--- src/tcdm_group_pkg.sv ---
// -----------------------------------------------
// TCDM group shared definitions
// Sizes, address fields and request/response types
// -----------------------------------------------

`default_nettype none

package tcdm_group_pkg;

  // -----------------------------------------------
  // Sizes
  // -----------------------------------------------

  // Tile ports and banks come in equal numbers
  localparam int unsigned NUM_TILES = 4;
  localparam int unsigned DATA_W    = 32;
  localparam int unsigned BE_W      = DATA_W / 8;
  localparam int unsigned ROWS      = 16;

  localparam int unsigned ROW_W  = $clog2(ROWS);
  localparam int unsigned TILE_W = $clog2(NUM_TILES);

  // Bank index in the low bits, row in the high bits
  localparam int unsigned ADDR_W = ROW_W + TILE_W;

  // -----------------------------------------------
  // Request and response types
  // -----------------------------------------------

  // Word request as issued by a tile
  typedef struct packed {
    logic [ADDR_W-1:0] tgt_addr;
    logic              wen;
    logic [DATA_W-1:0] wdata;
    logic [BE_W-1:0]   be;
  } tcdm_req_t;

  // Request after bank decode, tagged with its initiator
  typedef struct packed {
    logic [ROW_W-1:0]  row;
    logic [TILE_W-1:0] ini_addr;
    logic              wen;
    logic [DATA_W-1:0] wdata;
    logic [BE_W-1:0]   be;
  } bank_req_t;

  // Bank response routed back by initiator index
  typedef struct packed {
    logic [TILE_W-1:0] ini_addr;
    logic [DATA_W-1:0] rdata;
  } bank_resp_t;

endpackage

`default_nettype wire

--- src/tcdm_spill_reg.sv ---
// -----------------------------------------------
// Request spill register
// Two-slot cut on the valid/ready path of one port
// -----------------------------------------------

`timescale 1ns/1ns
`default_nettype none

module tcdm_spill_reg (
  input  logic                      clk_i,
  input  logic                      rst_n_i,
  input  tcdm_group_pkg::tcdm_req_t data_i,
  input  logic                      valid_i,
  output logic                      ready_o,
  output tcdm_group_pkg::tcdm_req_t data_o,
  output logic                      valid_o,
  input  logic                      ready_i
);
  import tcdm_group_pkg::*;

  tcdm_req_t a_data_q;
  tcdm_req_t b_data_q;
  logic      a_full_q;
  logic      b_full_q;
  logic      a_fill;
  logic      a_drain;
  logic      b_fill;
  logic      b_drain;

  // Slot a takes input, slot b holds the older entry on a stall
  assign a_fill  = valid_i && ready_o;
  assign a_drain = a_full_q && !b_full_q;
  assign b_fill  = a_drain && !ready_i;
  assign b_drain = b_full_q && ready_i;

  always_ff @(posedge clk_i) begin
    if (!rst_n_i) begin
      a_full_q <= 1'b0;
      b_full_q <= 1'b0;
    end else begin
      a_full_q <= a_fill || (a_full_q && !a_drain);
      b_full_q <= b_fill || (b_full_q && !b_drain);
    end
  end

  always_ff @(posedge clk_i) begin
    if (a_fill) begin
      a_data_q <= data_i;
    end
    if (b_fill) begin
      b_data_q <= a_data_q;
    end
  end

  // Older slot first
  assign data_o  = b_full_q ? b_data_q : a_data_q;
  assign valid_o = a_full_q || b_full_q;
  assign ready_o = !a_full_q || !b_full_q;

endmodule

`default_nettype wire

--- config.mk ---
export PLATFORM = sky130hd
export DESIGN_NAME = tcdm_spill_reg
export DESIGN_NICKNAME = d
export VERILOG_FILES = /design/src/tcdm_group_pkg.sv /design/src/tcdm_spill_reg.sv
export SDC_FILE = /design/constraint.sdc
export NUM_CORES = 1
export LEC_CHECK = 0
export BUFFER_PORTS_ARGS = -buffer_cell sky130_fd_sc_hd__buf_4
export CAP_MARGIN = 20
export CORE_MARGIN = 4
export CORE_UTILIZATION = 51
export DETAILED_ROUTE_END_ITERATION = 7
export PLACE_DENSITY = 0.78
export SLEW_MARGIN = 20
export SYNTH_ARGS = -nofsm -noshare
export SYNTH_HDL_FRONTEND = slang
export SYNTH_SLANG_ARGS = --single-unit
--- constraint.sdc ---
create_clock -name clk_i -period 5.55 [get_ports clk_i]
set_clock_uncertainty 0.15 [all_clocks]
set_input_delay 1.3875 -clock clk_i [delete_from_list [all_inputs] [get_ports clk_i]]
set_output_delay 1.3875 -clock clk_i [all_outputs]
set_load 0.03 [all_outputs]
==> results.py <==
metrics = {
    "outcome": {
        "status": "finished clean",
    },
    "clock_network": {
        "clk_path_buf_depth": 2,
        "clk-insertion-delay-late_ns": 0.33,
        "h-tree-depth": 3,
        "path_clk_slew_ns": 0.08,
        "cts_buffers": 9,
        "cts_sinks": 88,
        "post_cts_buffers": 0,
        "cts-resized-gates": 0,
        "cts_hold_buf": 0,
        "cts_root_buf": "clkbuf_8",
        "cts_tree": "built",
    },
    "timing": {
        "relSlewSlack_pct": 34.8,
        "hold_viol_final": 0,
        "rsz0062_at_grt": "no",
        "fin_crit_sh_pct": 66.3,
        "min_period_ns": 3.68,
        "max_freq_mhz": 272,
        "fin_setup_tns_ns": 0,
        "setup_viol": 0,
        "drv_slew": 0,
        "tightest_slew_ns": 0.978,
        "timing.hold.ws_ns": 0.298,
        "final.setup.worst_slack_ns": 1.87,
    },
    "synth": {
        "synth_seq_cells": 88,
        "synthCells": 143,
        "synthesis.nets": 190,
        "yosysTopAreaCell": "edfxtp_1",
        "seq_area_frac_synth_pct": 79.3,
        "avgSynthCellArea_um2": 23.1,
        "yosysWarnings": 0,
        "synth.area.top_cells": "edfxtp_1 (78%), mux2_4 (13%), mux2_2 (5.1%), buf_6 (1.4%), dfxtp_1 (1.2%)",
        "synth_area_um2": 3310,
        "synth_top_area_share_pct": 78.1,
        "synthDistinctLibCells": 13,
    },
    "detailed_routing": {
        "drtAntennaViolNets": 0,
        "wl_per_cell_um": 16.6,
        "post_drt_via_cell_ratio": 4.91,
        "routed_wl_um": 5380,
        "drc_errors": 0,
        "first_iter_violations": 68,
        "drt_pass1_iterations": 4,
        "via_count": 1591,
    },
    "global_routing": {
        "grtUsageMet1_pct": 18.3,
        "grt_pass1_wl_um": 8250,
        "grt_util_met2_pct": 22.8,
        "gr-max-usage-layer": "met2",
        "grt_pass1_vias": 1704,
        "antenna_found_initial": 0,
        "gr-usage-all-layers_pct": 14.4,
        "met3_usage_pct": 4.38,
        "grt_max_degree": 44,
        "grt-ovfl-total": 0,
    },
    "pwr": {
        "p_leak_nw": 1.65,
        "total_power_mw": 1.39,
        "power_density_nw_per_um2": 326,
        "vdd_drop_max_mv": 0.216,
    },
    "placement": {
        "dp_hpwl_um": 3760,
        "gp_congestion": 0.739,
        "dpl_worst_slack_ns": 2.19,
        "portBuffers": 91,
    },
    "floorplan": {
        "die_x_um": 88.5,
        "num_rows": 29,
        "die_area_um2": 7840,
        "die_y_um": 88.5,
        "start_util_pct": 52.4,
        "io_pins": 92,
        "core_area_um2": 6310,
    },
    "layout": {
        "n_antenna_cell": 0,
        "nets": 289,
        "layout_common_cells": "buf_4 (93), edfxtp_1 (86), mux2_4 (28)",
        "layout_commonest_cell": "buf_4",
        "area_growth_pct": 29.1,
        "final_layout_size_suffix_gt1_share_pct": 62.3,
        "post-route-util_pct": 67.7,
    },
    "worst_hold_path": {
        "hold_start": "a_data_q[4]",
        "whs_endpoint": "b_data_q[4]",
        "worstHoldPathType": "reg -> reg",
        "min_path_cells": 0,
    },
    "critical_path": {
        "crit_fanout": 25,
        "crit_type": "reg -> out",
        "arrival_ns": 2.14,
        "timing.rr.end": "a_data_q[22]",
        "startpoint": "b_full_q",
        "r2r_start": "b_full_q",
        "reg2regPathDepth": 2,
        "rrSetupSlack_ns": 3.54,
        "endpoint_kind": "output pin",
        "required_ns": 4.01,
        "startpoint_type": "flip-flop",
    },
    "flow_run": {
        "cap_violations": 0,
    },
}
-- synth_stat cells --
cell	n
dfxtp_1	2
and3b_1	1
mux2_2	15
mux2_4	28
nor3b_1	1
a21oi_1	1
nor2b_1	1
buf_2	1
buf_6	4
edfxtp_1	86
or2_1	1
and2_1	1
nand2_2	1
-- where the power goes --
part           switching, mW  internal [mW]  leakage (nW)
Sequential            0.0136          0.763         0.832
Combinational         0.0810         0.0759         0.720
Clock                  0.207          0.251        0.0999
-- worst max path at each step --
stage / endpoint / depth (start not counted)
after global routing: data_o[10] / 3
after detailed placement: data_o[10] / 3
after CTS: data_o[10] / 3
after global placement: data_o[5] / 3
after floorplan: b_data_q[0] / 1
final: data_o[5] / 3
-- metrics by stage --
| stage | instance area (um2) | std cells |
|---|---|---|
| 2_1_floorplan | 3310 | 143 |
| 3_3_place_gp | 4060 | 308 |
| 3_5_place_dp | 4060 | 308 |
| 4_1_cts | 4270 | 324 |
| 5_1_grt | 4270 | 324 |
| 6_report | 4270 | 324 |
-- state kept, by name, indices dropped and copies added, names as in the netlist --
| name | flops |
|---|---|
| a_data_q | 43 |
| b_data_q | 43 |
| a_full_q | 1 |
| b_full_q | 1 |
-- critical path, cell delays in order, from the launching register on --
cell and delay [ns]:
dfxtp_2 0.75, buf_4 0.49, mux2_2 0.39, buf_4 0.17
-- logic make-up (layout without fill, tap and decap cells) --
group	count (synthesis)	after routing	share of synthesized area (%)
multiplexers	43	43	17.8
flip-flops	88	88	79.3
AO/OA/AOI/OAI	1	1	0.151
buffers and inverters	5	109	1.51
AND/OR/NAND/NOR	6	6	1.25
-- final cells by class --
class	count	area, um2
Fill cell	420	2040
Multi-Input combinational cell	50	642
Sequential cell	88	2620
Tap cell	77	96.3
Timing Repair Buffer	93	698
Clock buffer	10	128
Clock inverter	6	83.8
-- per-layer routing --
metal  part of all wire, %  vias up
li1                      -      759
met1                    41      756
met2                    49       70
met3                   8.7        6
met4                   1.4        0
met5                     0        -
Power figures use the tool's default switching activity.
