==> src/tcdm_group_pkg.sv <==
// -----------------------------------------------
// TCDM group shared definitions
// Sizes, address fields and request/response types
// -----------------------------------------------

`default_nettype none

package tcdm_group_pkg;

  // -----------------------------------------------
  // Sizes
  // -----------------------------------------------

  // Tile ports and banks come in equal numbers
  localparam int unsigned NUM_TILES = 4;
  localparam int unsigned DATA_W    = 32;
  localparam int unsigned BE_W      = DATA_W / 8;
  localparam int unsigned ROWS      = 16;

  localparam int unsigned ROW_W  = $clog2(ROWS);
  localparam int unsigned TILE_W = $clog2(NUM_TILES);

  // Bank index in the low bits, row in the high bits
  localparam int unsigned ADDR_W = ROW_W + TILE_W;

  // -----------------------------------------------
  // Request and response types
  // -----------------------------------------------

  // Word request as issued by a tile
  typedef struct packed {
    logic [ADDR_W-1:0] tgt_addr;
    logic              wen;
    logic [DATA_W-1:0] wdata;
    logic [BE_W-1:0]   be;
  } tcdm_req_t;

  // Request after bank decode, tagged with its initiator
  typedef struct packed {
    logic [ROW_W-1:0]  row;
    logic [TILE_W-1:0] ini_addr;
    logic              wen;
    logic [DATA_W-1:0] wdata;
    logic [BE_W-1:0]   be;
  } bank_req_t;

  // Bank response routed back by initiator index
  typedef struct packed {
    logic [TILE_W-1:0] ini_addr;
    logic [DATA_W-1:0] rdata;
  } bank_resp_t;

endpackage

`default_nettype wire

==> src/tcdm_bank.sv <==
// -----------------------------------------------
// TCDM memory bank
// Byte-enable storage with a held response register
// -----------------------------------------------

`timescale 1ns/1ns
`default_nettype none

module tcdm_bank (
  input  logic                                 clk_i,
  input  logic                                 rst_n_i,
  input  logic [tcdm_group_pkg::NUM_TILES-1:0] gnt_i,
  input  tcdm_group_pkg::bank_req_t            req_i,
  output logic                                 ready_o,
  output tcdm_group_pkg::bank_resp_t           resp_o,
  output logic                                 resp_valid_o,
  input  logic                                 resp_ready_i
);
  import tcdm_group_pkg::*;

  logic [DATA_W-1:0] mem_q [ROWS];
  logic [DATA_W-1:0] row_data;
  logic [DATA_W-1:0] merged;
  logic              access;
  bank_resp_t        resp_q;
  logic              resp_valid_q;

  // Any granted port means an access this cycle
  assign access = |gnt_i;

  // Free when empty or the held response leaves now
  assign ready_o = !resp_valid_q || resp_ready_i;

  // -----------------------------------------------
  // Byte merge
  // -----------------------------------------------

  always_comb begin
    row_data = mem_q[req_i.row];
    merged   = row_data;
    for (int k = 0; k < BE_W; k++) begin
      if (req_i.be[k]) begin
        merged[8*k +: 8] = req_i.wdata[8*k +: 8];
      end
    end
  end

  always_ff @(posedge clk_i) begin
    if (!rst_n_i) begin
      mem_q        <= '{default: '0};
      resp_valid_q <= 1'b0;
    end else begin
      if (access && req_i.wen) begin
        mem_q[req_i.row] <= merged;
      end
      if (access) begin
        resp_valid_q <= 1'b1;
      end else if (resp_ready_i) begin
        resp_valid_q <= 1'b0;
      end
    end
  end

  // Write returns the row after the merge
  always_ff @(posedge clk_i) begin
    if (access) begin
      resp_q.ini_addr <= req_i.ini_addr;
      resp_q.rdata    <= req_i.wen ? merged : row_data;
    end
  end

  assign resp_o       = resp_q;
  assign resp_valid_o = resp_valid_q;

endmodule

`default_nettype wire

==> config.mk <==
export PLATFORM = sky130hd
export DESIGN_NAME = tcdm_bank
export DESIGN_NICKNAME = d
export VERILOG_FILES = /design/src/tcdm_group_pkg.sv /design/src/tcdm_bank.sv
export SDC_FILE = /design/constraint.sdc
export NUM_CORES = 1
export LEC_CHECK = 0
export BUFFER_PORTS_ARGS = -buffer_cell sky130_fd_sc_hd__buf_2
export CAP_MARGIN = 15
export CELL_PAD_IN_SITES_DETAIL_PLACEMENT = 1
export CELL_PAD_IN_SITES_GLOBAL_PLACEMENT = 2
export CORE_MARGIN = 4
export CORE_UTILIZATION = 43
export CTS_CLUSTER_DIAMETER = 80
export CTS_CLUSTER_SIZE = 30
export DETAILED_ROUTE_END_ITERATION = 10
export GPL_TIMING_DRIVEN = 1
export PLACE_DENSITY = 0.86
export SLEW_MARGIN = 20
export SYNTH_ARGS = -nofsm -noshare
export SYNTH_HDL_FRONTEND = slang
export SYNTH_SLANG_ARGS = --single-unit
==> constraint.sdc <==
create_clock -name clk_i -period 4.7 [get_ports clk_i]
set_clock_uncertainty 0.1 [all_clocks]
set_input_delay 0.94 -clock clk_i [delete_from_list [all_inputs] [get_ports clk_i]]
set_output_delay 0.94 -clock clk_i [all_outputs]
set_load 0.05 [all_outputs]
==> flow_summary.json <==
{
  "fin_crit_sh_pct": 64.9,
  "io_buffers": 85,
  "netlist_area_um2": 23000,
  "antenna_found_initial": 3,
  "status": "finished clean",
  "setup_violations": 0,
  "worst_slack_ns": 1.65,
  "grt_pass1_vias": 21000,
  "core_area_um2": 52800,
  "synth.avg_cell_area_um2": 9.32,
  "place.gp.congestion": 0.795,
  "ctsResizeCount": 0,
  "cts.sinks": 547,
  "dpl.hpwl_um": 45100,
  "grt_max_degree": 157,
  "drtPass1Iterations": 6,
  "yosys_warnings": 0,
  "syn-num-nets": 2515,
  "tightest_slew_ns": 1.11,
  "drt-total-wl_um": 79400,
  "maxCapViolCount": 0,
  "hold_viol_final": 0,
  "vias": 20300,
  "rsz0062_at_grt": "false",
  "yosys.cell_types.count": 33,
  "final_antenna_net_count": 0,
  "die-width_um": 239,
  "nNetsFinal": 2450,
  "endpoint_kind": "flip-flop",
  "crit_fanout": 64,
  "wl_per_cell_um": 25.5,
  "cts_setup_buffers": 0,
  "path_clk_slew_ns": 0.10,
  "ctsHoldBuffers": 0,
  "hp-class": "in2reg",
  "clock_path_buffers": 3,
  "cts_tree": "built",
  "cts-buffers-inserted": 30,
  "post-place-ws_ns": 1.08,
  "yosysSeqAreaShare_pct": 49.2,
  "min_period_ns": 3.05,
  "rows": 84,
  "syn_inst": 2465,
  "synth-seq-cells": 547,
  "max_slew_margin_pct": 25.6,
  "grt_usage_pct": 26.9,
  "syn2layout_area_growth_pct": 9.72,
  "drt_iter0_markers": 1632,
  "grt_pass1_wl_um": 122000,
  "drc": 0,
  "clock_latency_ns": 0.63,
  "ir_drop_mv": 0.318,
  "start_util_pct": 43.5,
  "dieArea_um2": 57200,
  "critPathRequiredTime_ns": 5.13,
  "path_class": "in2reg",
  "final_cells": 3113,
  "h-tree-depth": 1,
  "critical_path.startpoint_type": "primary input",
  "nFillCells": 5959,
  "fmax_mhz": 328,
  "p_per_area_nw_per_um2": 367,
  "drv_slew": 0,
  "grt.overflow.total": 0,
  "cts-root-buf": "clkbuf_16",
  "setup_tns_ns": 0,
  "power_leakage_nw": 9.46,
  "io_pins": 86,
  "dieHeight_um": 239,
  "viasPerCell": 6.51,
  "crit_arrival_ns": 3.48,
  "place_inst": 3056,
  "drive_gt1_share_pct": 10.4
}
-- worst max-delay path, stage by stage --
cell and delay [ns]:
buf_2 0.67, nand2_1 0.43, nor4_4 0.24, buf_4 0.71, o21ai_0 0.22, a31oi_1 0.22
-- sequential cells by signal, indices dropped and copies added (netlist names) --
name          cells
mem_q           512
resp_valid_o      1
resp_o           34
-- final cells by class --
class | instances | area [um^2] | area share (%)
flip-flops and latches | 547 | 11300 | 44.8
multi-input cells | 1649 | 10700 | 42.3
repair buffers | 171 | 1250 | 4.97
well taps | 688 | 861 | 3.42
clock buffers | 33 | 803 | 3.19
clock inverters | 23 | 335 | 1.33
inverters | 1 | 3.75 | 0.0149
diodes | 1 | 2.50 | 0.00993
-- kinds of logic (layout without fill, tap and decap cells) --
logic type,after synthesis,count (layout),share of synthesized area [%]
simple gates,178,178,4.53
buf+inv,269,228,4.99
flops,547,547,49.2
other cells,0,1,0
compound gates,1215,1215,30.2
mux,256,256,11.2
-- power by group --
group	switching [W]	total, W	leakage (nW)	internal [W]
registers	0.0000695	0.00489	4.52	0.00482
logic	0.000801	0.00112	4.40	0.000319
clock network	0.00186	0.00324	0.543	0.00138
total	0.00273	0.00925	9.46	0.00651
-- stage by stage --
step / instance area [um^2] / hold WS (ns) / util, % / power (W)
after detailed placement: 24100 / 0.411 / 45.6 / 0.00610
after floorplan: 23000 / 0.392 / - / 0.00571
after global placement: 24100 / 0.388 / 45.6 / 0.00606
after CTS: 25200 / 0.369 / 47.8 / 0.00930
after global routing: 25200 / 0.372 / 47.8 / 0.00957
final: 25200 / 0.397 / 47.8 / 0.00925
-- per-layer routing --
metal | track usage, % | wire, um | part of all wire [%]
met5 | 0 | 0 | 0
met4 | 8.21 | 2480 | 3.1
met3 | 2.77 | 4130 | 5.2
met1 | 35.9 | 34600 | 44
met2 | 46.1 | 38200 | 48
-- Yosys cell counts (all sizes together) --
cell    instances  share of area [%]
buf            85                2.0
a22oi         125                4.1
nor4            5               0.28
and2            4               0.11
nand2          12               0.20
nor2           37               0.64
mux2i         256                 11
nor2b           6               0.16
or2             1              0.027
clkbuf        183                3.0
a31oi         288                7.8
o41ai           1               0.12
inv             1              0.016
edfxtp         34                4.4
a32oi          29                1.2
a41oi           3               0.11
nand4b          3               0.11
nand3          64                1.4
a21oi         256                5.6
dfxtp         513                 45
nand3b         29               0.95
a21boi          1              0.033
nand2b          5               0.14
o21ai         512                 11
nor3           12               0.52
-- layout by cell type, fill, tap and decap left out, drive strengths merged, types with 29 or more instances in the layout --
cell type	count
nand3b	29
buf	171
a32oi	29
a31oi	288
edfxtp	34
nand3	64
nor2	37
clkbuf	33
o21ai	512
a21oi	256
a22oi	125
dfxtp	513
mux2i	256
-- final timing paths --
check	start	endpoint	slack (ns)	cells after the start
worst max-delay path	req_i[41]	mem_q[117]	1.65	6
worst min-delay path	req_i[38]	resp_o[33]	0.40	1
worst max register to register	mem_q[422]	mem_q[358]	2.85	5
worst min register to register	resp_valid_o	resp_valid_o	0.42	2
(Power assumes the default switching activity.)
